File: src/logic/vecproc_settings.svh
`ifndef VECPROC_SETTINGS_SVH
`define VECPROC_SETTINGS_SVH

// scalar width, also the width of one vector lane.
`define VP_XLEN 16

// vector lanes and full vector width.
`define VP_LANES 8
`define VP_VLEN 128

// register count per file and index width.
`define VP_REGS 32
`define VP_RIDX 5

// memory word address width.
`define VP_AW 12

// first fetch address after reset.
`define VP_RESET_PC 12'h000

`endif

File: src/logic/vecproc_pkg.sv
`default_nettype none
`include "vecproc_settings.svh"

package vecproc_pkg;

   // encodings are fixed, the program image depends on them.
   typedef enum logic [4:0] {
      op_nop    = 5'd0,
      op_add    = 5'd1,
      op_sub    = 5'd2,
      op_and    = 5'd3,
      op_or     = 5'd4,
      op_xor    = 5'd5,
      op_shl    = 5'd6,
      op_shr    = 5'd7,
      op_addi   = 5'd8,
      op_lui    = 5'd9,
      op_load   = 5'd10,
      op_store  = 5'd11,
      op_vadd   = 5'd12,
      op_vsub   = 5'd13,
      op_vmul   = 5'd14,
      op_vbcast = 5'd15,
      op_vext   = 5'd16,
      op_halt   = 5'd17
   } opcode_e;

   typedef enum logic [3:0] {
      alu_add,
      alu_sub,
      alu_and,
      alu_or,
      alu_xor,
      alu_shl,
      alu_shr,
      alu_pass_b,
      alu_vadd,
      alu_vsub,
      alu_vmul,
      alu_vbcast,
      alu_vext
   } alu_op_e;

   typedef enum logic [1:0] {
      wb_alu,
      wb_mem,
      wb_lane
   } wb_sel_e;

   // all zero is a bubble.
   typedef struct packed {
      logic    wre;
      logic    vector_wre;
      logic    mem_write;
      logic    mem_read;
      wb_sel_e wb_sel;
      alu_op_e alu_op;
      logic    halt;
   } ctrl_t;

   typedef struct packed {
      opcode_e              opcode;
      logic [`VP_RIDX-1:0]  rd;
      logic [`VP_RIDX-1:0]  rs1;
      logic [`VP_RIDX-1:0]  rs2;
      logic [11:0]          imm;
   } instr_t;

   typedef struct packed {
      ctrl_t                ctrl;
      logic [`VP_RIDX-1:0]  rs1;
      logic [`VP_RIDX-1:0]  rs2;
      logic [`VP_RIDX-1:0]  rd;
      logic [11:0]          imm;
      logic [`VP_XLEN-1:0]  src_a;
      logic [`VP_XLEN-1:0]  src_b;
      logic [`VP_VLEN-1:0]  vsrc_a;
      logic [`VP_VLEN-1:0]  vsrc_b;
   } decoded_t;

   typedef struct packed {
      logic               write;
      logic [`VP_AW-1:0]  addr;
      logic [31:0]        wdata;
   } mem_req_t;

   typedef struct packed {
      logic [31:0] rdata;
   } mem_rsp_t;

   typedef enum logic [1:0] {
      arb_idle,
      arb_fetch_busy,
      arb_data_busy
   } arb_state_e;

endpackage

`default_nettype wire

File: src/logic/decode_execute_register.sv
`timescale 1ns/1ns
`default_nettype none
`include "vecproc_settings.svh"

module decode_execute_register (
   input  logic                   clk,
   input  logic                   reset,
   input  vecproc_pkg::decoded_t  in,
   input  logic                   in_valid,
   input  logic                   stall,
   output vecproc_pkg::decoded_t  out
);

   // a cleared control word is a bubble.
   always_ff @(posedge clk) begin
      if (reset) begin
         out.ctrl <= '0;
      end else if (!stall) begin
         out <= in;
         if (!in_valid) begin
            out.ctrl <= '0;
         end
      end
   end

   // decode must hand over a clean control word with a bubble.
   a_bubble_no_write : assert property (@(posedge clk) disable iff (reset)
      !in_valid |-> !(in.ctrl.wre || in.ctrl.vector_wre || in.ctrl.mem_write))
      else $error("decode_execute_register: bubble carries a write enable");

endmodule

`default_nettype wire

File: config.mk
export PLATFORM = sky130hd
export DESIGN_NAME = decode_execute_register
export DESIGN_NICKNAME = d
export VERILOG_FILES = /design/src/logic/vecproc_pkg.sv /design/src/logic/decode_execute_register.sv
export VERILOG_INCLUDE_DIRS = /design/src /design/src/logic
export SDC_FILE = /design/constraint.sdc
export NUM_CORES = 1
export LEC_CHECK = 0
export BUFFER_PORTS_ARGS = -buffer_cell sky130_fd_sc_hd__buf_2
export CAP_MARGIN = 40
export CORE_AREA = 2 2 258 260
export CTS_CLUSTER_DIAMETER = 150
export DETAILED_ROUTE_END_ITERATION = 6
export DIE_AREA = 0 0 260 262
export SYNTH_ARGS = -nofsm -noshare
export SYNTH_HDL_FRONTEND = slang
export SYNTH_SLANG_ARGS = --single-unit
File: constraint.sdc
create_clock -name clk -period 33 [get_ports clk]
set_clock_uncertainty 0.05 [all_clocks]
set_input_delay 9.9 -clock clk [delete_from_list [all_inputs] [get_ports clk]]
set_output_delay 9.9 -clock clk [all_outputs]
set_load 0.01 [all_outputs]
==> results.ini <==
[place]
portBuffers=655
dp_hpwl_um=26960
place_congestion=0.8305

[timing]
timing.hold.ws_ns=0.4092
hold_violations=0
setup_viol=0
slew_viol_final=0
period_share=0.3651
finalSetupTns_ns=0
worst_slew_pin_slew_ns=1.032
rsz0062_at_grt=no
fmax_mhz=83.00
min_period_ns=12.05
max-slew-margin-rel=0.3122

[power]
power.density_nw_per_um2=64.08
clkPwrFrac=0.434
seqPwrFrac=0.492
p_comb_frac=0.074
sw_frac_of_total=0.2142
vdd.ir_drop.worst_uv=40.16
p_int_mw=0.7855
p_leak_nw=6.344
power_switching_mw=0.2141

[grt]
grt_pass1_wl_um=42800
grt_start_max_net_pins=156
grt_pass1_vias=6445
grtUsageTotal=0.08970
overflow=0
antenna_found_initial=18

[clock_tree]
cts_resized=0
cts.path.max_buffers=3
cts_buffers=37
cts_tree=done
clockRootBuffer=clkbuf_16
clk_pin_slew_worst_paths_ns=0.06
clock_latency_ns=0.53
cts_sinks=326
ctsHoldBuffers=0
postCtsSetupRepairBufs=0
htree_levels=2

[worst_setup_path]
crit_top_cell=buf_4
critPathMaxFanout=70
cp_cell_sequence=buf_2 > nor2_4 > buf_4 > buf_4 > buf_12
r2r_start=out[322]
crit_path_end_kind=register
cp.required_ns=33.17
worst_setup_path_start_kind=primary input
path_buf_inv=4
r2r-end=out[322]
crit_path_top_delay_cell=buf_4
ff2ff_setup_slack_ns=32.33
max_stage_delay_ns=0.75
worst-setup-path-type=primary input to register
arrival_ns=12.22
startpoint=stall
cp_top_family=buffers and inverters
rr_worst_depth=2

[logic_synthesis]
synth.most_common_cell=edfxtp_1
async_flop_share=0
yosys-top-cells-area=edfxtp_1 (96%), dfxtp_1 (2.2%), nand3b_1 (0.84%)
synthesis.area_um2=9882
synth_edf_count=315
avgSynthCellArea_um2=27.15
synthAdderAreaFrac=0
synth_commonest_cells=edfxtp_1 (315), a21oi_1 (11), dfxtp_1 (11), nand2_1 (11), nand3b_1 (11)
syn_inst=364
ys_ff_latch=326
ys_warn_count=0
syn_nets=694
synth-compound-area-share=0.005571
ys.flop_type=edfxtp_1
synth.area.mux_share=0
synth-simple-area-share=0.01291
synth-xor-area-share=0
synthDistinctLibCells=7
synth_top_area_cell=edfxtp_1
synth-seq-area-share=0.9795
synth_top_family_by_area=simple AND/OR/NAND/NOR gates
synth.top_cell.area_share=0.9572

[flow_run]
maxCapViolCount=0

[floorplanning]
initial_core_util=0.1514
die_h_um=262
ioPinCount=656
die-width_um=260
die-area_um2=68120
fp-row-count=94
core_area_um2=65280

[finish]
fillCellCount=6853
largest_reg_flops=326
regMostFlops=out
drive_gt1_frac=0.6633
final_nets=1388
top_regs=out (326)
area_growth_pct=57.85

[hold_path]
min_from=out[316]
hold_end=out[316]
whs_path_depth=2
hp-class=register to register

[route]
vias=6364
avgViaCountPerCell=3.257
drc=0
drtAntennaViolNets=0
wire_per_inst_um=17.24
first_pass_iters=4
drtIter0Drc=340
drt-total-wl_um=33680

[status]
outcome=finished, final reports clean

## through the flow
| step | cells | area, um2 | total power [mW] | util | worst slack [ns] |
|---|---|---|---|---|---|
| 2_1_floorplan | 364 | 9882 | 0.5301 | - | 8.828 |
| 3_3_place_gp | 1882 | 14260 | 0.5748 | 0.2185 | 20.35 |
| 3_5_place_dp | 1883 | 14280 | 0.5764 | 0.2188 | 20.37 |
| 4_1_cts | 1951 | 15590 | 1.021 | 0.2389 | 20.98 |
| 5_1_grt | 1952 | 15590 | 1.039 | 0.2389 | 20.80 |
| 6_report | 1954 | 15600 | 0.9996 | 0.2390 | 20.95 |
## how the worst max path moves through the flow
| stage | end | depth (start not counted) |
|---|---|---|
| 2_1_floorplan | out[0] | 2 |
| 3_3_place_gp | out[269] | 4 |
| 3_5_place_dp | out[299] | 5 |
| 4_1_cts | out[157] | 5 |
| 5_1_grt | out[150] | 5 |
| 6_report | out[305] | 5 |
## cell type report
type	instances	area (um2)	area share
repair buffers	659	3333	0.2137
flip-flops and latches	326	9679	0.6205
clock inverters	24	282.8	0.01813
well taps	864	1081	0.06930
clock buffers	44	1025	0.06569
diodes	3	7.507	0.0004813
multi-input cells	34	190.2	0.01219
## routing by layer
| layer | global-route usage | wire length (um) | vias to the layer above |
|---|---|---|---|
| li1 | - | - | 2860 |
| met1 | 0.08765 | 11480 | 2972 |
| met3 | 0.05440 | 4775 | 75 |
| met4 | 0.04853 | 1234 | 16 |
| met2 | 0.1478 | 16080 | 441 |
| met5 | 0 | 114 | - |
## power groups by stage
stage          Clock, mW  Combinational (mW)  Sequential (mW)
2_1_floorplan          0             0.00666            0.523
3_3_place_gp           0              0.0742            0.501
3_5_place_dp           0              0.0755            0.501
4_1_cts            0.452              0.0755            0.493
5_1_grt            0.466              0.0793            0.495
6_report           0.434              0.0736            0.492
## layout by cell type, fill, tap and decap left out
master	count
clkbuf_1	2
clkinv_2	7
clkinv_4	2
clkbuf_16	39
buf_12	2
nand3b_1	11
a21oi_1	11
diode_2	3
buf_4	2
bufinv_16	6
inv_6	1
clkbuf_8	3
nor2_4	1
clkinvlp_4	3
buf_2	655
edfxtp_1	315
nand2_1	11
clkinv_1	5
dfxtp_1	11
## worst min-delay path, stage by stage (launching register included)
cell	delay, ns
dfxtp_1	0.31
nand2_1	0.05
a21oi_1	0.05
## cells by family after synthesis
kind of cell / count (synthesis)
compound gates: 11
buf+inv: 4
flops: 326
simple gates: 23
(Power assumes the default switching activity.)
