### src/logic/vecproc_settings.svh
`ifndef VECPROC_SETTINGS_SVH
`define VECPROC_SETTINGS_SVH

// scalar width, also the width of one vector lane.
`define VP_XLEN 16

// vector lanes and full vector width.
`define VP_LANES 8
`define VP_VLEN 128

// register count per file and index width.
`define VP_REGS 32
`define VP_RIDX 5

// memory word address width.
`define VP_AW 12

// first fetch address after reset.
`define VP_RESET_PC 12'h000

`endif

### src/logic/vecproc_pkg.sv
`default_nettype none
`include "vecproc_settings.svh"

package vecproc_pkg;

   // encodings are fixed, the program image depends on them.
   typedef enum logic [4:0] {
      op_nop    = 5'd0,
      op_add    = 5'd1,
      op_sub    = 5'd2,
      op_and    = 5'd3,
      op_or     = 5'd4,
      op_xor    = 5'd5,
      op_shl    = 5'd6,
      op_shr    = 5'd7,
      op_addi   = 5'd8,
      op_lui    = 5'd9,
      op_load   = 5'd10,
      op_store  = 5'd11,
      op_vadd   = 5'd12,
      op_vsub   = 5'd13,
      op_vmul   = 5'd14,
      op_vbcast = 5'd15,
      op_vext   = 5'd16,
      op_halt   = 5'd17
   } opcode_e;

   typedef enum logic [3:0] {
      alu_add,
      alu_sub,
      alu_and,
      alu_or,
      alu_xor,
      alu_shl,
      alu_shr,
      alu_pass_b,
      alu_vadd,
      alu_vsub,
      alu_vmul,
      alu_vbcast,
      alu_vext
   } alu_op_e;

   typedef enum logic [1:0] {
      wb_alu,
      wb_mem,
      wb_lane
   } wb_sel_e;

   // all zero is a bubble.
   typedef struct packed {
      logic    wre;
      logic    vector_wre;
      logic    mem_write;
      logic    mem_read;
      wb_sel_e wb_sel;
      alu_op_e alu_op;
      logic    halt;
   } ctrl_t;

   typedef struct packed {
      opcode_e              opcode;
      logic [`VP_RIDX-1:0]  rd;
      logic [`VP_RIDX-1:0]  rs1;
      logic [`VP_RIDX-1:0]  rs2;
      logic [11:0]          imm;
   } instr_t;

   typedef struct packed {
      ctrl_t                ctrl;
      logic [`VP_RIDX-1:0]  rs1;
      logic [`VP_RIDX-1:0]  rs2;
      logic [`VP_RIDX-1:0]  rd;
      logic [11:0]          imm;
      logic [`VP_XLEN-1:0]  src_a;
      logic [`VP_XLEN-1:0]  src_b;
      logic [`VP_VLEN-1:0]  vsrc_a;
      logic [`VP_VLEN-1:0]  vsrc_b;
   } decoded_t;

   typedef struct packed {
      logic               write;
      logic [`VP_AW-1:0]  addr;
      logic [31:0]        wdata;
   } mem_req_t;

   typedef struct packed {
      logic [31:0] rdata;
   } mem_rsp_t;

   typedef enum logic [1:0] {
      arb_idle,
      arb_fetch_busy,
      arb_data_busy
   } arb_state_e;

endpackage

`default_nettype wire

### src/logic/fetch_stage.sv
`timescale 1ns/1ns
`default_nettype none
`include "vecproc_settings.svh"

module fetch_stage (
   input  logic                 clk,
   input  logic                 reset,
   input  logic                 req_ready,
   input  logic                 rsp_valid,
   input  logic [31:0]          rsp_data,
   input  logic                 take,
   input  logic                 stop,
   output logic                 req_valid,
   output logic [`VP_AW-1:0]    addr,
   output vecproc_pkg::instr_t  instr,
   output logic                 instr_valid
);
   import vecproc_pkg::*;

   logic [`VP_AW-1:0] pc;
   logic              pending;
   logic              halt_fetched;
   logic              can_issue;
   instr_t            rsp_word;

   assign rsp_word = rsp_data;
   assign addr     = pc;

   // next fetch only once the held word is gone.
   assign can_issue = !req_valid && !pending && (!instr_valid || take)
                      && !stop && !halt_fetched;

   always_ff @(posedge clk) begin
      if (reset) begin
         pc           <= `VP_RESET_PC;
         req_valid    <= 1'b0;
         pending      <= 1'b0;
         instr_valid  <= 1'b0;
         halt_fetched <= 1'b0;
      end else begin
         if (req_valid && req_ready) begin
            req_valid <= 1'b0;
            pending   <= 1'b1;
         end else if (can_issue) begin
            req_valid <= 1'b1;
         end
         if (rsp_valid) begin
            pending     <= 1'b0;
            instr_valid <= 1'b1;
            pc          <= pc + 1'b1;
            // nothing past a halt gets fetched.
            if (rsp_word.opcode == op_halt) begin
               halt_fetched <= 1'b1;
            end
         end else if (take) begin
            instr_valid <= 1'b0;
         end
      end
   end

   always_ff @(posedge clk) begin
      if (rsp_valid) begin
         instr <= rsp_word;
      end
   end

endmodule

`default_nettype wire

### config.mk
export PLATFORM = sky130hd
export DESIGN_NAME = fetch_stage
export DESIGN_NICKNAME = d
export VERILOG_FILES = /design/src/logic/vecproc_pkg.sv /design/src/logic/fetch_stage.sv
export VERILOG_INCLUDE_DIRS = /design/src /design/src/logic
export SDC_FILE = /design/constraint.sdc
export NUM_CORES = 1
export LEC_CHECK = 0
export ABC_AREA = 1
export BUFFER_PORTS_ARGS = -buffer_cell sky130_fd_sc_hd__buf_2
export CAP_MARGIN = 20
export CORE_MARGIN = 3
export CORE_UTILIZATION = 40
export DETAILED_ROUTE_END_ITERATION = 16
export HOLD_SLACK_MARGIN = 0.02
export PLACE_DENSITY = 0.71
export REMOVE_ABC_BUFFERS = 1
export SETUP_SLACK_MARGIN = 0.02
export SYNTH_ARGS = -nofsm -noshare
export SYNTH_HDL_FRONTEND = slang
export SYNTH_SLANG_ARGS = --single-unit
### constraint.sdc
create_clock -name clk -period 2 [get_ports clk]
set_clock_uncertainty 0.1 [all_clocks]
set_input_delay 0.3 -clock clk [delete_from_list [all_inputs] [get_ports clk]]
set_output_delay 0.3 -clock clk [all_outputs]
set_load 0.01 [all_outputs]
==> run summary <==
layout cells sized above 1 = 0.432
met1 wire length = 1.54 mm
FF/Latch Area = 1280 um^2
P per Cell Area = 866 nW/um^2
drt wl/cell = 13.1 um
commonest cells after routing, fill and taps aside = buf_2 (83), edfxtp_1 (32), nand2_1 (21)
Initial Util = 0.422
via count = 1,304
gr ovfl total = 0
WL met2 = 1.59 mm
DR vias/cell = 4.71
Residual DRC = 0
Die H = 71.4 um
maximum vdd ir drop = 0.502 mV
largest net degree at the start of global routing = 33
root buffer cell = clkbuf_8
Distinct cells, synth = 19
Final Slew Violations = 0
post_cts resized = 0
DIE AREA = 5100 um^2
Pwr Total = 1.99 mW
final hold vios = 0
RSZ-0062 raised after global routing = no
crit end category = flip-flop
CTS Buf Count = 5
Logic pwr share = 0.086
P&R area growth vs syn = 34.2%
MaxCap Viol Count = 0
clock sink count = 48
GRT Overall Usage = 0.143
Post-CTS Setup Inserts = 0
Setup crit start kind = flip-flop
Worst Path Arrival = 1.53 ns
CTS max path bufs = 2
crit-path cells = ha_1, nand3_1, nor2_2, nand3_1, nand2_1, nor2_1
Setup WS pre-CTS = 0.591 ns
Post-Synthesis Cell Area = 1710 um^2
clock power share = 0.340
hpwl dp = 2.80 mm
RePlAce Congestion = 0.769
Port Buf Inserts = 83
cell mode on critical path = nand3_1
Site Rows = 23
critical path class = reg2reg
status = finished clean
Post-Route WL = 3.62 mm
fin crit share = 0.718
number of I/O pins = 84
Fmax = 0.697 GHz
drt initial violations = 72
Worst-path clk slew = 0.08 ns
Seq/Total Area, Yosys = 0.749
first-pass GRT wire length = 5.61 mm
Max stage delay on crit path = 0.44 ns
design area = 2300 um^2
post-route setup slack = 0.564 ns
initial antenna violation count = 0
commonest non-fill, non-tap cell in the layout = buf_2
largest fanout on the critical path = 4
CTS tree = yes
Clk Latency, worst-skew pair = 0.29 ns
Slew headroom = 0.743
Sw Share = 0.212
final setup TNS = 0 ns
CP max stage cell = dfxtp_1
synth warn = 0
footprint of the multi-input gates = 370 um^2
met3 wire len = 425 um
cts hold-fix bufs = 0
Post-DRT Antenna Nets = 0
vias in the first global route = 1,232
# setup viols final = 0
NetSw = 0.422 mW
internal power = 1.57 mW
Critical Path RT = 2.10 ns
Die Span X = 71.4 um
Mean Syn Cell Area = 12.6 um^2
top layer used by detailed routing = met4
Pre-antenna DRT Iters = 4
# fillers = 352
Seq pwr share = 0.573
Static Leak = 1.07 nW
NumNets Final = 265
worst-margin pin slew = 0.385 ns
core area = 4060 um^2
CTS H-Tree Depth = 2
Placed Area = 2190 um^2
worst hold path type = in2reg
flops & latches, synth = 48
Ant. Diodes = 0
Synth Instances = 136
crit path time final = 1.44 ns
## final timing paths
check | endpoint | cells past startpoint | start | slack (ns)
max reg2reg | addr[8] | 6 | addr[0] | 0.56
min | instr[15] | 1 | rsp_data[15] | 0.08
max | addr[8] | 6 | addr[0] | 0.56
min reg2reg | halt_fetched | 2 | halt_fetched | 0.36
## area by class of cell
| type | instances | share of cell area |
|---|---|---|
| flip-flops and latches | 48 | 0.558 |
| repair buffers | 84 | 0.184 |
| multi-input cells | 73 | 0.161 |
| clock buffers | 6 | 0.0316 |
| well taps | 50 | 0.0272 |
| inverters | 14 | 0.0229 |
| clock inverters | 2 | 0.0153 |
## synth_stat cells, drive strengths merged
cell	number	share of area
a21oi	10	0.029
buf	1	0.0044
dfxtp	16	0.19
edfxtp	32	0.56
ha	1	0.0073
inv	14	0.031
nand2	22	0.053
nand3	13	0.041
nand4	2	0.0073
nor2	22	0.068
o21ai	2	0.0058
xnor2	1	0.0051
## worst max-delay path, delay by kind of cell (launching register included)
| kind | cells | cell delay (ns) |
|---|---|---|
| adders and majority gates | 1 | 0.23 |
| DFF | 1 | 0.44 |
| and+or+nand+nor | 5 | 0.56 |
## metal layers
| metal | global-route usage | vias up |
|---|---|---|
| met1 | 0.179 | 584 |
| met2 | 0.222 | 73 |
| met5 | 0 | - |
| met3 | 0.0533 | 9 |
| met4 | 0.0626 | 0 |
| li1 | - | 638 |
## flip-flops by register name, indices dropped and copies added, names as in the netlist
| signal | flops |
|---|---|
| req_valid | 1 |
| halt_fetched | 1 |
| addr | 12 |
| pending | 1 |
| instr | 32 |
| instr_valid | 1 |
## stage by stage
stage / utilization / hold WS (ns) / cells
floorplan: - / 0.269 / 135
global placement: 0.540 / 0.342 / 269
detailed placement: 0.540 / 0.345 / 269
CTS: 0.566 / 0.0679 / 277
global route: 0.566 / 0.0579 / 277
finish: 0.566 / 0.0758 / 277
## cells by family after synthesis
group / synth area share
simple gates: 0.169
flops: 0.749
buf+inv: 0.0351
compound gates: 0.0351
xor+xnor: 0.00512
fa+ha+maj: 0.00731
## power groups by stage
stage / combinational (mW) / sequential (mW) / clock [mW]
after floorplan: 0.0251 / 1.20 / 0
after global placement: 0.171 / 1.16 / 0
after detailed placement: 0.175 / 1.16 / 0
after CTS: 0.176 / 1.14 / 0.688
after global routing: 0.188 / 1.15 / 0.735
final: 0.172 / 1.14 / 0.677
No activity file was read; power rests on OpenSTA's default activity.
