## src/logic/vecproc_settings.svh

```systemverilog
`ifndef VECPROC_SETTINGS_SVH
`define VECPROC_SETTINGS_SVH

// scalar width, also the width of one vector lane.
`define VP_XLEN 16

// vector lanes and full vector width.
`define VP_LANES 8
`define VP_VLEN 128

// register count per file and index width.
`define VP_REGS 32
`define VP_RIDX 5

// memory word address width.
`define VP_AW 12

// first fetch address after reset.
`define VP_RESET_PC 12'h000

`endif

```

## src/logic/vecproc_pkg.sv

```systemverilog
`default_nettype none
`include "vecproc_settings.svh"

package vecproc_pkg;

   // encodings are fixed, the program image depends on them.
   typedef enum logic [4:0] {
      op_nop    = 5'd0,
      op_add    = 5'd1,
      op_sub    = 5'd2,
      op_and    = 5'd3,
      op_or     = 5'd4,
      op_xor    = 5'd5,
      op_shl    = 5'd6,
      op_shr    = 5'd7,
      op_addi   = 5'd8,
      op_lui    = 5'd9,
      op_load   = 5'd10,
      op_store  = 5'd11,
      op_vadd   = 5'd12,
      op_vsub   = 5'd13,
      op_vmul   = 5'd14,
      op_vbcast = 5'd15,
      op_vext   = 5'd16,
      op_halt   = 5'd17
   } opcode_e;

   typedef enum logic [3:0] {
      alu_add,
      alu_sub,
      alu_and,
      alu_or,
      alu_xor,
      alu_shl,
      alu_shr,
      alu_pass_b,
      alu_vadd,
      alu_vsub,
      alu_vmul,
      alu_vbcast,
      alu_vext
   } alu_op_e;

   typedef enum logic [1:0] {
      wb_alu,
      wb_mem,
      wb_lane
   } wb_sel_e;

   // all zero is a bubble.
   typedef struct packed {
      logic    wre;
      logic    vector_wre;
      logic    mem_write;
      logic    mem_read;
      wb_sel_e wb_sel;
      alu_op_e alu_op;
      logic    halt;
   } ctrl_t;

   typedef struct packed {
      opcode_e              opcode;
      logic [`VP_RIDX-1:0]  rd;
      logic [`VP_RIDX-1:0]  rs1;
      logic [`VP_RIDX-1:0]  rs2;
      logic [11:0]          imm;
   } instr_t;

   typedef struct packed {
      ctrl_t                ctrl;
      logic [`VP_RIDX-1:0]  rs1;
      logic [`VP_RIDX-1:0]  rs2;
      logic [`VP_RIDX-1:0]  rd;
      logic [11:0]          imm;
      logic [`VP_XLEN-1:0]  src_a;
      logic [`VP_XLEN-1:0]  src_b;
      logic [`VP_VLEN-1:0]  vsrc_a;
      logic [`VP_VLEN-1:0]  vsrc_b;
   } decoded_t;

   typedef struct packed {
      logic               write;
      logic [`VP_AW-1:0]  addr;
      logic [31:0]        wdata;
   } mem_req_t;

   typedef struct packed {
      logic [31:0] rdata;
   } mem_rsp_t;

   typedef enum logic [1:0] {
      arb_idle,
      arb_fetch_busy,
      arb_data_busy
   } arb_state_e;

endpackage

`default_nettype wire

```

## src/logic/mem_arbiter.sv

```systemverilog
`timescale 1ns/1ns
`default_nettype none
`include "vecproc_settings.svh"

module mem_arbiter (
   input  logic                   clk,
   input  logic                   reset,
   input  logic                   fetch_req_valid,
   input  logic [`VP_AW-1:0]      fetch_addr,
   input  logic                   data_req_valid,
   input  vecproc_pkg::mem_req_t  data_req,
   input  logic                   mem_req_ready,
   input  logic                   mem_rsp_valid,
   input  vecproc_pkg::mem_rsp_t  mem_rsp,
   output logic                   fetch_req_ready,
   output logic                   data_req_ready,
   output logic                   fetch_rsp_valid,
   output logic                   data_rsp_valid,
   output logic [31:0]            rsp_data,
   output logic                   mem_req_valid,
   output vecproc_pkg::mem_req_t  mem_req
);
   import vecproc_pkg::*;

   arb_state_e state;
   logic       hold_fetch;
   logic       pick_fetch;
   logic       idle;

   assign idle = (state == arb_idle);

   // a fetch already shown on the port keeps it until accepted.
   assign pick_fetch = hold_fetch || !data_req_valid;

   assign mem_req_valid = idle && (pick_fetch ? fetch_req_valid : data_req_valid);

   always_comb begin
      mem_req = data_req;
      if (pick_fetch) begin
         mem_req = '0;
         mem_req.addr = fetch_addr;
      end
   end

   assign fetch_req_ready = idle && pick_fetch && mem_req_ready;
   assign data_req_ready  = idle && !pick_fetch && mem_req_ready;

   // responses go back to whoever owns the read.
   assign fetch_rsp_valid = (state == arb_fetch_busy) && mem_rsp_valid;
   assign data_rsp_valid  = (state == arb_data_busy) && mem_rsp_valid;
   assign rsp_data        = mem_rsp.rdata;

   always_ff @(posedge clk) begin
      if (reset) begin
         state      <= arb_idle;
         hold_fetch <= 1'b0;
      end else begin
         case (state)
            arb_idle: begin
               hold_fetch <= mem_req_valid && !mem_req_ready && pick_fetch;
               if (mem_req_valid && mem_req_ready && !mem_req.write) begin
                  state <= pick_fetch ? arb_fetch_busy : arb_data_busy;
               end
            end
            default: begin
               if (mem_rsp_valid) begin
                  state <= arb_idle;
               end
            end
         endcase
      end
   end

   // memory must only answer reads that were forwarded.
   a_no_idle_rsp : assert property (@(posedge clk) disable iff (reset)
      idle |-> !mem_rsp_valid)
      else $error("mem_arbiter: response with no read outstanding");

endmodule

`default_nettype wire

```

## config.mk

```make
export PLATFORM = sky130hd
export DESIGN_NAME = mem_arbiter
export DESIGN_NICKNAME = d
export VERILOG_FILES = /design/src/logic/vecproc_pkg.sv /design/src/logic/mem_arbiter.sv
export VERILOG_INCLUDE_DIRS = /design/src /design/src/logic
export SDC_FILE = /design/constraint.sdc
export NUM_CORES = 1
export LEC_CHECK = 0
export BUFFER_PORTS_ARGS = -buffer_cell sky130_fd_sc_hd__buf_2
export CORE_AREA = 3 3 68 70
export DETAILED_ROUTE_END_ITERATION = 10
export DIE_AREA = 0 0 71 73
export GPL_TIMING_DRIVEN = 0
export HOLD_SLACK_MARGIN = 0.06
export PLACE_DENSITY = 0.69
export SLEW_MARGIN = 10
export SYNTH_ARGS = -nofsm -noshare
export SYNTH_HDL_FRONTEND = slang
export SYNTH_SLANG_ARGS = --single-unit
```

## constraint.sdc

```tcl
create_clock -name clk -period 1.5 [get_ports clk]
set_input_delay 0.15 -clock clk [delete_from_list [all_inputs] [get_ports clk]]
set_output_delay 0.15 -clock clk [all_outputs]
set_load 0.005 [all_outputs]
```

==> flow_metrics.tcl <==
set metrics [dict create \
    status "finished, violations left" \
    violations "setup timing" \
    final_cell_mix "buf_2, buf_4, and2_1, buf_6, mux2_4" \
    synth_edf_count 0 \
    timing.final.max_slew_violations 0 \
    drt_iter0_markers 14 \
    cts_inserted_buffers 3 \
    cts_sinks 3 \
    yosys.area_share.simple 0.3642 \
    synthMuxAreaShare 0.1667 \
    core_area_um2 4029 \
    grt_use_total 0.1221 \
    synth_top_family_by_area "simple AND/OR/NAND/NOR gates" \
    worstMarginPinSlew_ns 0.2988 \
    finalClockSkew_ns 0.0008097 \
    synth_area_leaders "buf_4, and2_1, mux2_2, dfxtp_1, o41ai_2" \
    synth-xor-area-share 0 \
    reg2reg_slack_ns 0.44 \
    io_pins 177 \
    cts_tree "yes" \
    dieWidth_um 71 \
    relSlewSlack 0.8000 \
    drive_above_1_share 0.8078 \
    place_congestion 0.6974 \
    synth.cell_area_um2 810.8 \
    ys_ff_latch 3 \
    synth_nets 199 \
    min-delay-path-class "input pin to flip-flop" \
    crit_required_ns 1.35 \
    synth_compound_area_frac 0.06019 \
    std_cell_rows 23 \
    start_util 0.2012 \
    critPathMaxFanout 6 \
    yosysWarnings 0 \
    hold_slack_ns 0.1686 \
    firstDrtPassIters 3 \
    synth_cell_types 21 \
    synth-adder-area-share 0 \
    fin_nets 351 \
    place_ws_ns 0.1216 \
    io_buffers 144 \
    ys.flop_type "dfxtp_1" \
    dieArea_um2 5183 \
    fillers 422 \
    cts_max_level 1 \
    hpwlAfterDp_um 2904 \
    synth_seq_area_share 0.07407 \
    wire_per_inst_um 11.48 \
    max_cap_violations 0 \
    synth_top_area_share 0.3056 \
    clk_pin_slew_ns 0.03 \
    syn_area_per_cell_um2 7.796 \
    setup.worst_path.start_class "flip-flop" \
    ir_drop_mv 0.2265 \
    drt_wl_total_um 3500 \
    async_flop_share 0 \
    grt_pass1_wl_um 5126 \
    via_count 1235 \
    hold_viol 0 \
    clock.fmax_mhz 664.7 \
    layout_commonest_cell "buf_2" \
    vias_per_cell 4.049 \
    fin_ws_ns -0.004499 \
    root_buffer "clkbuf_8" \
    cp.arrival_ns 1.35 \
    critPathKind "flip-flop to output pin" \
    cts.path.max_buffers 2 \
    fin_crit_sh 1.003 \
    rsz0062_at_grt "true" \
    period_minus_slack_ns 1.504 \
    grt_max_degree 11 \
    grt_overflow 0 \
    grt_pass1_vias 1153 \
    endpoint_kind "output pin" \
    clk_latency_ns 0.21 \
    netlist_instances 104 \
    ant_nets 0 \
    diodes 0 \
    syn_to_final_growth_pct 122.4 \
    grt_antenna_before_repair 0 \
    powerDensity_nw_per_um2 456.5 \
    synth_area_leader_cell "buf_4" \
    dieHeight_um 73 \
    drc 0 \
    leakagePower_nw 1.125 \
    setup_viol 4 \
]
worst paths after layout:
check             start           to  cells past startpoint
max          hold_fetch  mem_req[42]                      4
min reg2reg  hold_fetch   hold_fetch                      2
max reg2reg    state[1]   hold_fetch                      2
min               reset   hold_fetch                      2
area by class of cell:
class | count | area (um^2) | area share
timing repair buffer | 147 | 822.0 | 0.4559
multi-input combinational | 62 | 524.3 | 0.2908
buffer | 37 | 280.3 | 0.1554
tap | 50 | 62.56 | 0.03470
sequential | 3 | 61.31 | 0.03400
clock buffer | 4 | 45.04 | 0.02498
inverter | 2 | 7.507 | 0.004164
power breakdown:
group / internal (mW) / switching [mW]
combinational: 0.331 / 0.168
clock: 0.181 / 0.0525
sequential: 0.0845 / 0.00490
total: 0.597 / 0.226
per-stage QoR:
stage	setup TNS [ns]	instances	util	area (um^2)	total power [mW]
finish	-0.01133	305	0.4475	1803	0.8230
global route	-0.9360	305	0.4475	1803	0.8899
CTS	-0.9304	305	0.4460	1797	0.8314
detailed placement	0	298	0.3957	1594	0.5124
global placement	0	298	0.3957	1594	0.5061
floorplan	0	104	-	810.8	0.2941
registers in the layout, summed over array words and instances, names as in the netlist:
name        flops
hold_fetch      1
state           2
cells in the mapped netlist (all sizes together), types with 2 or more instances:
cell    instances
buf            34
inv             2
or3b            2
clkbuf          3
mux2           12
nor2            4
and2           33
dfxtp           3
metal layers:
metal,part of all wire,vias to the layer above,GRT usage
met1,0.32,535,0.1302
met5,0,-,0
li1,-,606,-
met3,0.12,6,0.03719
met2,0.55,88,0.2276
met4,0.015,0,0.04175
repair_timing:
item | in CTS | in global routing
hold buffers | 0 | 0
setup buffers | 2 | 0
gates cloned | 1 | 0
endpoints found under the setup margin | 12 | 42
gates resized for setup | 30 | 10
worst max-delay path: stages (launching register included):
cell,delay (ns)
dfxtp_2,0.32
nor2b_4,0.22
buf_6,0.17
mux2_4,0.31
buf_6,0.12
kinds of logic after synthesis:
family	after synthesis
simple gates	46
flops	3
mux	12
buf+inv	39
compound gates	4
Note: power is estimated with default switching activity, not from simulation.
