## src/logic/vecproc_settings.svh

```systemverilog
`ifndef VECPROC_SETTINGS_SVH
`define VECPROC_SETTINGS_SVH

// scalar width, also the width of one vector lane.
`define VP_XLEN 16

// vector lanes and full vector width.
`define VP_LANES 8
`define VP_VLEN 128

// register count per file and index width.
`define VP_REGS 32
`define VP_RIDX 5

// memory word address width.
`define VP_AW 12

// first fetch address after reset.
`define VP_RESET_PC 12'h000

`endif

```

## src/logic/vecproc_pkg.sv

```systemverilog
`default_nettype none
`include "vecproc_settings.svh"

package vecproc_pkg;

   // encodings are fixed, the program image depends on them.
   typedef enum logic [4:0] {
      op_nop    = 5'd0,
      op_add    = 5'd1,
      op_sub    = 5'd2,
      op_and    = 5'd3,
      op_or     = 5'd4,
      op_xor    = 5'd5,
      op_shl    = 5'd6,
      op_shr    = 5'd7,
      op_addi   = 5'd8,
      op_lui    = 5'd9,
      op_load   = 5'd10,
      op_store  = 5'd11,
      op_vadd   = 5'd12,
      op_vsub   = 5'd13,
      op_vmul   = 5'd14,
      op_vbcast = 5'd15,
      op_vext   = 5'd16,
      op_halt   = 5'd17
   } opcode_e;

   typedef enum logic [3:0] {
      alu_add,
      alu_sub,
      alu_and,
      alu_or,
      alu_xor,
      alu_shl,
      alu_shr,
      alu_pass_b,
      alu_vadd,
      alu_vsub,
      alu_vmul,
      alu_vbcast,
      alu_vext
   } alu_op_e;

   typedef enum logic [1:0] {
      wb_alu,
      wb_mem,
      wb_lane
   } wb_sel_e;

   // all zero is a bubble.
   typedef struct packed {
      logic    wre;
      logic    vector_wre;
      logic    mem_write;
      logic    mem_read;
      wb_sel_e wb_sel;
      alu_op_e alu_op;
      logic    halt;
   } ctrl_t;

   typedef struct packed {
      opcode_e              opcode;
      logic [`VP_RIDX-1:0]  rd;
      logic [`VP_RIDX-1:0]  rs1;
      logic [`VP_RIDX-1:0]  rs2;
      logic [11:0]          imm;
   } instr_t;

   typedef struct packed {
      ctrl_t                ctrl;
      logic [`VP_RIDX-1:0]  rs1;
      logic [`VP_RIDX-1:0]  rs2;
      logic [`VP_RIDX-1:0]  rd;
      logic [11:0]          imm;
      logic [`VP_XLEN-1:0]  src_a;
      logic [`VP_XLEN-1:0]  src_b;
      logic [`VP_VLEN-1:0]  vsrc_a;
      logic [`VP_VLEN-1:0]  vsrc_b;
   } decoded_t;

   typedef struct packed {
      logic               write;
      logic [`VP_AW-1:0]  addr;
      logic [31:0]        wdata;
   } mem_req_t;

   typedef struct packed {
      logic [31:0] rdata;
   } mem_rsp_t;

   typedef enum logic [1:0] {
      arb_idle,
      arb_fetch_busy,
      arb_data_busy
   } arb_state_e;

endpackage

`default_nettype wire

```

## src/logic/decode_stage.sv

```systemverilog
`timescale 1ns/1ns
`default_nettype none
`include "vecproc_settings.svh"

module decode_stage (
   input  logic                   clk,
   input  logic                   reset,
   input  vecproc_pkg::instr_t    instr,
   input  logic                   instr_valid,
   input  logic [`VP_XLEN-1:0]    rdata1,
   input  logic [`VP_XLEN-1:0]    rdata2,
   input  logic [`VP_VLEN-1:0]    vrdata1,
   input  logic [`VP_VLEN-1:0]    vrdata2,
   input  logic [`VP_RIDX-1:0]    exe_rd,
   input  vecproc_pkg::ctrl_t     exe_ctrl,
   input  logic                   exe_stall,
   output logic                   take,
   output logic [`VP_RIDX-1:0]    rs1,
   output logic [`VP_RIDX-1:0]    rs2,
   output vecproc_pkg::decoded_t  out,
   output logic                   out_valid
);
   import vecproc_pkg::*;

   ctrl_t               ctrl;
   logic                hazard;
   logic [`VP_XLEN-1:0] src_b;

   assign rs1 = instr.rs1;
   assign rs2 = instr.rs2;

   always_comb begin
      ctrl = '0;
      ctrl.wre = instr.opcode inside {op_add, op_sub, op_and, op_or, op_xor,
                                      op_shl, op_shr, op_addi, op_lui, op_load, op_vext};
      ctrl.vector_wre = instr.opcode inside {op_vadd, op_vsub, op_vmul, op_vbcast};
      ctrl.mem_write  = (instr.opcode == op_store);
      ctrl.mem_read   = (instr.opcode == op_load);
      ctrl.halt       = (instr.opcode == op_halt);
      case (instr.opcode)
         op_load: ctrl.wb_sel = wb_mem;
         op_vext: ctrl.wb_sel = wb_lane;
         default: ctrl.wb_sel = wb_alu;
      endcase
      case (instr.opcode)
         op_sub:    ctrl.alu_op = alu_sub;
         op_and:    ctrl.alu_op = alu_and;
         op_or:     ctrl.alu_op = alu_or;
         op_xor:    ctrl.alu_op = alu_xor;
         op_shl:    ctrl.alu_op = alu_shl;
         op_shr:    ctrl.alu_op = alu_shr;
         op_lui:    ctrl.alu_op = alu_pass_b;
         op_vadd:   ctrl.alu_op = alu_vadd;
         op_vsub:   ctrl.alu_op = alu_vsub;
         op_vmul:   ctrl.alu_op = alu_vmul;
         op_vbcast: ctrl.alu_op = alu_vbcast;
         op_vext:   ctrl.alu_op = alu_vext;
         default:   ctrl.alu_op = alu_add;
      endcase
   end

   // addi sign-extends, lui fills the upper bits.
   always_comb begin
      case (instr.opcode)
         op_addi: src_b = {{4{instr.imm[11]}}, instr.imm};
         op_lui:  src_b = {instr.imm, 4'b0000};
         default: src_b = rdata2;
      endcase
   end

   // no forwarding, so any match against a writer waits one slot.
   assign hazard = instr_valid && (exe_ctrl.wre || exe_ctrl.vector_wre)
                   && (instr.rs1 == exe_rd || instr.rs2 == exe_rd);

   assign out_valid = instr_valid && !hazard;
   assign take      = out_valid && !exe_stall;

   always_comb begin
      out.ctrl   = out_valid ? ctrl : '0;
      out.rs1    = instr.rs1;
      out.rs2    = instr.rs2;
      out.rd     = instr.rd;
      out.imm    = instr.imm;
      out.src_a  = rdata1;
      out.src_b  = src_b;
      out.vsrc_a = vrdata1;
      out.vsrc_b = vrdata2;
   end

   // the inserted bubble clears the producer out of execute.
   a_one_bubble : assert property (@(posedge clk) disable iff (reset)
      hazard && !exe_stall |=> !hazard)
      else $error("decode_stage: hazard outlived its bubble");

endmodule

`default_nettype wire

```

## config.mk

```make
export PLATFORM = sky130hd
export DESIGN_NAME = decode_stage
export DESIGN_NICKNAME = d
export VERILOG_FILES = /design/src/logic/vecproc_pkg.sv /design/src/logic/decode_stage.sv
export VERILOG_INCLUDE_DIRS = /design/src /design/src/logic
export SDC_FILE = /design/constraint.sdc
export NUM_CORES = 1
export LEC_CHECK = 0
export BUFFER_PORTS_ARGS = -buffer_cell sky130_fd_sc_hd__buf_2
export CORE_AREA = 2 2 267 269
export DETAILED_ROUTE_END_ITERATION = 6
export DIE_AREA = 0 0 269 271
export PLACE_DENSITY = 0.3
export SYNTH_ARGS = -nofsm -noshare
export SYNTH_HDL_FRONTEND = slang
export SYNTH_SLANG_ARGS = --single-unit
```

## constraint.sdc

```tcl
create_clock -name vclk -period 4.1
set_input_delay 0.82 -clock vclk [all_inputs]
set_output_delay 0.82 -clock vclk [all_outputs]
set_load 0.005 [all_outputs]
```

==> parameters.txt, run 1 <==
Parameter                              Value

Critical path
  Max FO, Critical Path    16
  Crit path arrival time    2.52 ns
  Data required time at the worst endpoint    3.28 ns
  Slowest CP cell    mux2_2
  Crit path cell chain    buf_2, inv_1, ha_1, and4bb_4, nor2_4, mux2_2, buf_2
  Crit path launch type    input pin
  Worst setup endpoint    out[271]
  Cell repeated most along the worst path    buf_2
  Critical Path Stages    7
  Kind of capture point of the worst setup path    primary output
  Highest cell delay on the worst timing path    0.38 ns
  WS Path Type    in -> out
  Start point of the critical path    instr[28]
  Crit path buf inv count    3
  Dominant delay contributor by cell family on the critical path    simple AND/OR/NAND/NOR gates

Finish
  Relative area change from synthesis to final layout    -20.93%
  Post-route non-filler standard cell count    1147
  Sequential cell count of the final layout    0
  Commonest non-fill, non-tap cells in the layout    buf_2, nand2_1, xnor2_1
  Area taken by flip-flops and latches    0 um^2
  Number of nets in the layout    554
  Antenna diode count    0
  Leading cell type in the layout, fill and taps excluded    buf_2
  Clock buffers    0
  Filler cells    8316
  Layout cell share with drive strength beyond 1    59.90%

Drt
  Wire per inst    10.64 um
  DRC violations left    0
  Detail Route Antenna Nets    0
  TritonRoute pass-1 iters    4
  Detail-routed via count per cell    1.533
  Initial DRC Count    61
  Number of vias in the routed layout    1758
  Aggregate routed wire length    12.20 mm

Synth
  Top cells by area in the synthesized netlist    buf_4, xnor2_1, nand2_1, ha_1, a22oi_1
  Net count after synthesis    756
  Average footprint of a synthesized cell    7.431 um^2
  Area share of the largest cell type after synthesis    76.20%
  Sequential cell area fraction in the yosys report    0%
  Post-Syn Area    0.003054 mm^2
  Count of yosys warnings during synthesis    0
  Number of distinct library cells after synthesis    35
  Cell type contributing the most total cell area after synthesis    buf_4
  Cell count after synthesis    411

Outcome
  Run status    completed

GRT
  Residual overflow from global routing    0
  Largest net degree at the start of global routing    17
  Via count of the first global-routing pass    1719
  Initial antenna violation count    2
  Wire length of the first global-routing pass    14.25 mm
  All-Layer GR Usage    2.897%

Floorplanning
  Core Area    0.06979 mm^2
  Number of top-level design ports    678
  Std cell rows    97
  Initial Utilization    4.377%
  Die span in x    269 um
  Die outline area    0.07290 mm^2
  Height of the die    271 um

Clock network
  Total of cells resized after clock tree synthesis    0
  Hold-fix buffer count after cts    0
  Buffer count from post-CTS setup fixing    0

Power and ir drop
  Maximum vdd drop    0.02726 mV
  Cell area power density    56.32 mW/mm^2
  Leakage power total    0.0007211 uW
  Total power of the final layout    136.0 uW

Placement
  Half-perimeter wire length after detailed placement    10.43 mm
  RD Place Congestion    0.6650
  Post-Place Cells    1147
  Worst setup timing slack at the placement stage    0.7084 ns
  Count of input and output buffers    113

Timing
  Normalized max-slew margin    46.55%
  Final Max Tran Viols    0
  Worst slack on hold paths    1.640 ns
  Maximum clock frequency    299.7 MHz
  Final hold vios    0
  Setup TNS    0 ns
  Share of the clock period used by the worst path    81.37%
  Measured slew at the worst slew-check pin    0.7988 ns
  Clock period minus final worst setup slack    3.336 ns
  Unrepaired setup endpoints after global routing    false
  Final worst slack    0.7637 ns
  Setup-failing EPs final    0

Hold path
  Worst min path class    in -> out

Flow run
  Max-cap check violation count    0
==> synthesized netlist by cell type, types with 3 or more instances <==
cell / number
a221o_1: 3
a22o_1: 4
a22oi_1: 7
buf_2: 4
buf_4: 310
buf_6: 3
ha_1: 5
inv_1: 5
nand2_1: 18
nor2_1: 3
nor3_1: 6
nor4_1: 4
o21ai_0: 4
xnor2_1: 10
==> power breakdown <==
group	total (uW)	switching (uW)	internal, uW
registers	0	0	0
logic	136	71.4	64.6
clock network	0	0	0
total	136	71.4	64.6
==> stage by stage <==
stage | utilization [%] | instance area (um^2)
global placement | 3.460 | 2415
global route | 3.460 | 2415
CTS | 3.460 | 2415
finish | 3.460 | 2415
floorplan | - | 3054
detailed placement | 3.460 | 2415
==> area by class of cell <==
type | count | area (um^2) | area share (%)
inverter | 5 | 18.77 | 0.7772
multi-input combinational | 89 | 654.4 | 27.10
tap | 940 | 1176 | 48.70
timing repair buffer | 113 | 565.5 | 23.42
==> per-layer routing <==
| metal | routed length (um) | GRT usage (%) | share of wire (%) | up-vias |
|---|---|---|---|---|
| met1 | 1733 | 0.9210 | 14 | 668 |
| met4 | 2385 | 5.205 | 20 | 0 |
| met3 | 2577 | 2.184 | 21 | 162 |
| met2 | 5506 | 5.094 | 45 | 334 |
| met5 | 0 | 0 | 0 | - |
| li1 | - | - | - | 594 |
==> cells by family after synthesis <==
group | count (synthesis) | share of synthesized area [%]
fa+ha+maj | 5 | 2.048
simple gates | 44 | 8.275
mux | 2 | 1.106
buf+inv | 322 | 78.57
compound gates | 28 | 7.129
xor+xnor | 10 | 2.868
==> how the worst min path moves through the flow <==
stage	start	endpoint	depth (start not counted)
after global placement	vrdata2[106]	out[106]	0
after detailed placement	vrdata2[106]	out[106]	0
after floorplan	instr[31]	out[317]	1
final	vrdata2[105]	out[105]	0
after global routing	vrdata2[11]	out[11]	0
after CTS	vrdata2[106]	out[106]	0
(Power assumes the default switching activity.)
==> run 2, diff against run 1 <==
--- a/config.mk
+++ b/config.mk
@@ -7,10 +7,10 @@
 export NUM_CORES = 1
 export LEC_CHECK = 0
 export BUFFER_PORTS_ARGS = -buffer_cell sky130_fd_sc_hd__buf_2
-export CORE_AREA = 2 2 267 269
+export CORE_AREA = 2 2 264 266
 export DETAILED_ROUTE_END_ITERATION = 6
-export DIE_AREA = 0 0 269 271
-export PLACE_DENSITY = 0.3
+export DIE_AREA = 0 0 266 268
+export PLACE_DENSITY = 0.31
 export SYNTH_ARGS = -nofsm -noshare
 export SYNTH_HDL_FRONTEND = slang
 export SYNTH_SLANG_ARGS = --single-unit
==> constraint.sdc (replaced) <==
create_clock -name vclk -period 3.35
set_input_delay 0.67 -clock vclk [all_inputs]
set_output_delay 0.67 -clock vclk [all_outputs]
set_load 0.005 [all_outputs]
==> parameters.txt, run 2 (synthesized netlist as in run 1, its figures left out) <==
Parameter                              Value

Drt
  Detail-routed via count per cell    1.584 (+3.3%)
  Number of vias in the routed layout    1728 (-1.7%)
  TritonRoute pass-1 iters    4 (unchanged)
  Initial DRC Count    30 (-51%)
  Aggregate routed wire length    11.93 mm (-2.3%)
  Detail Route Antenna Nets    0 (unchanged)
  DRC violations left    0 (unchanged)
  Wire per inst    10.93 um (+2.7%)

Power and ir drop
  Leakage power total    0.0007313 uW (+1.4%)
  Switching share of power    52.35% (-0.14 points)
  Net Sw Power    88.63 uW (+24%)
  Comb power frac    100.0% (about the same)
  Internal power summed over all cells    80.66 uW (+25%)
  Share of power burned in the clock network    0% (unchanged)
  Cell area power density    71.81 mW/mm^2 (+27%)
  Maximum vdd drop    0.03174 mV (+16%)
  Part of the power in registers    0% (unchanged)

Clock network
  Buffer count from post-CTS setup fixing    0 (unchanged)
  Total of cells resized after clock tree synthesis    0 (unchanged)
  Hold-fix buffer count after cts    0 (unchanged)

Floorplanning
  Core Area    0.06823 mm^2 (-2.2%)
  Die outline area    0.07129 mm^2 (-2.2%)
  Die span in x    266 um (-1.1%)
  Number of top-level design ports    678 (unchanged)
  Height of the die    268 um (-1.1%)
  Initial Utilization    4.477% (+0.10 points)
  Std cell rows    96 (-1.0%)

Timing
  Final Max Tran Viols    0 (unchanged)
  Setup TNS    0 ns (unchanged)
  Unrepaired setup endpoints after global routing    false
  Final hold vios    0 (unchanged)
  Worst slack on hold paths    1.340 ns (-0.3000 ns)
  Share of the clock period used by the worst path    88.97%
  Measured slew at the worst slew-check pin    0.5602 ns (-0.2386 ns)
  Normalized max-slew margin    62.37% (+16 points)
  Setup-failing EPs final    0 (unchanged)
  Clock period minus final worst setup slack    2.981 ns
  Maximum clock frequency    335.5 MHz

Finish
  Commonest non-fill, non-tap cells in the layout    buf_2, nand2_1, xnor2_1
  Layout cell share with drive strength beyond 1    60.29% (+0.38 points)
  Area taken by flip-flops and latches    0 um^2 (unchanged)
  Filler cells    8128 (-2.3%)
  Number of nets in the layout    556 (+0.36%)
  Post-route non-filler standard cell count    1091 (-4.9%)
  Clock buffers    0 (unchanged)
  Relative area change from synthesis to final layout    -22.82%
  Leading cell type in the layout, fill and taps excluded    buf_2
  Sequential cell count of the final layout    0 (unchanged)
  Antenna diode count    0 (unchanged)

Placement
  RD Place Congestion    0.7169 (+7.8%)
  Post-Place Cells    1091 (-4.9%)
  Half-perimeter wire length after detailed placement    10.01 mm (-4.0%)
  Count of input and output buffers    113 (unchanged)

GRT
  Via count of the first global-routing pass    1767 (+2.8%)
  All-Layer GR Usage    2.918% (+0.020 points)
  Largest net degree at the start of global routing    17 (unchanged)
  Residual overflow from global routing    0 (unchanged)
  Wire length of the first global-routing pass    14.39 mm (+1.0%)
  Initial antenna violation count    2 (unchanged)

Flow run
  Max-cap check violation count    0 (unchanged)

Critical path
  Kind of capture point of the worst setup path    primary output
  Crit path arrival time    2.31 ns (-0.21 ns)
  Max FO, Critical Path    16 (unchanged)
  Crit path launch type    input pin
  WS Path Type    in -> out
  Data required time at the worst endpoint    2.68 ns (-0.60 ns)

Hold path
  Worst min path class    in -> out

Outcome
  Run status    completed
-- run 2: path summary, 6_finish.rpt --
| path | startpoint | to | depth (start not counted) |
|---|---|---|---|
| worst max-delay path | instr[28] | out[271] | 7 |
| worst min-delay path | vrdata2[107] | out[107] | 0 |
-- run 2: power by group through the flow --
stage	Combinational (uW)	Clock (uW)	Sequential [uW]
3_5_place_dp	172	0	0
6_report	169	0	0
5_1_grt	185	0	0
4_1_cts	172	0	0
3_3_place_gp	174	0	0
2_1_floorplan	365	0	0
-- run 2: critical path, cell delays in order --
cell and delay, ns:
buf_2 0.11, inv_1 0.08, ha_1 0.27, and4bb_4 0.31, nor2_4 0.35, mux2_2 0.38
buf_2 0.13
-- run 2: metal layers --
| layer | vias up | routed length, um | global-route usage (%) | part of all wire (%) |
|---|---|---|---|---|
| li1 | 597 | - | - | - |
| met1 | 651 | 1943 | 1.152 | 16 |
| met2 | 340 | 5550 | 5.264 | 47 |
| met3 | 140 | 2514 | 2.300 | 21 |
| met4 | 0 | 1916 | 4.388 | 16 |
| met5 | - | 0 | 0 | 0 |
-- run 2: cell type report --
cell class | count | area, um^2 | area share [%]
inverters | 5 | 18.77 | 0.7962
repair buffers | 115 | 580.6 | 24.63
multi-input cells | 89 | 654.4 | 27.76
well taps | 882 | 1104 | 46.82
-- run 2: through the flow --
step | cell area (um^2) | util [%] | total power (uW) | setup WS (ns)
after floorplan | 3054 | - | 364.7 | 0.9584
after global placement | 2357 | 3.455 | 174.0 | 0.3697
after detailed placement | 2357 | 3.455 | 171.7 | 0.3521
after CTS | 2357 | 3.455 | 172.5 | 0.3512
after global routing | 2357 | 3.455 | 185.0 | 0.2667
final | 2357 | 3.455 | 169.3 | 0.3695
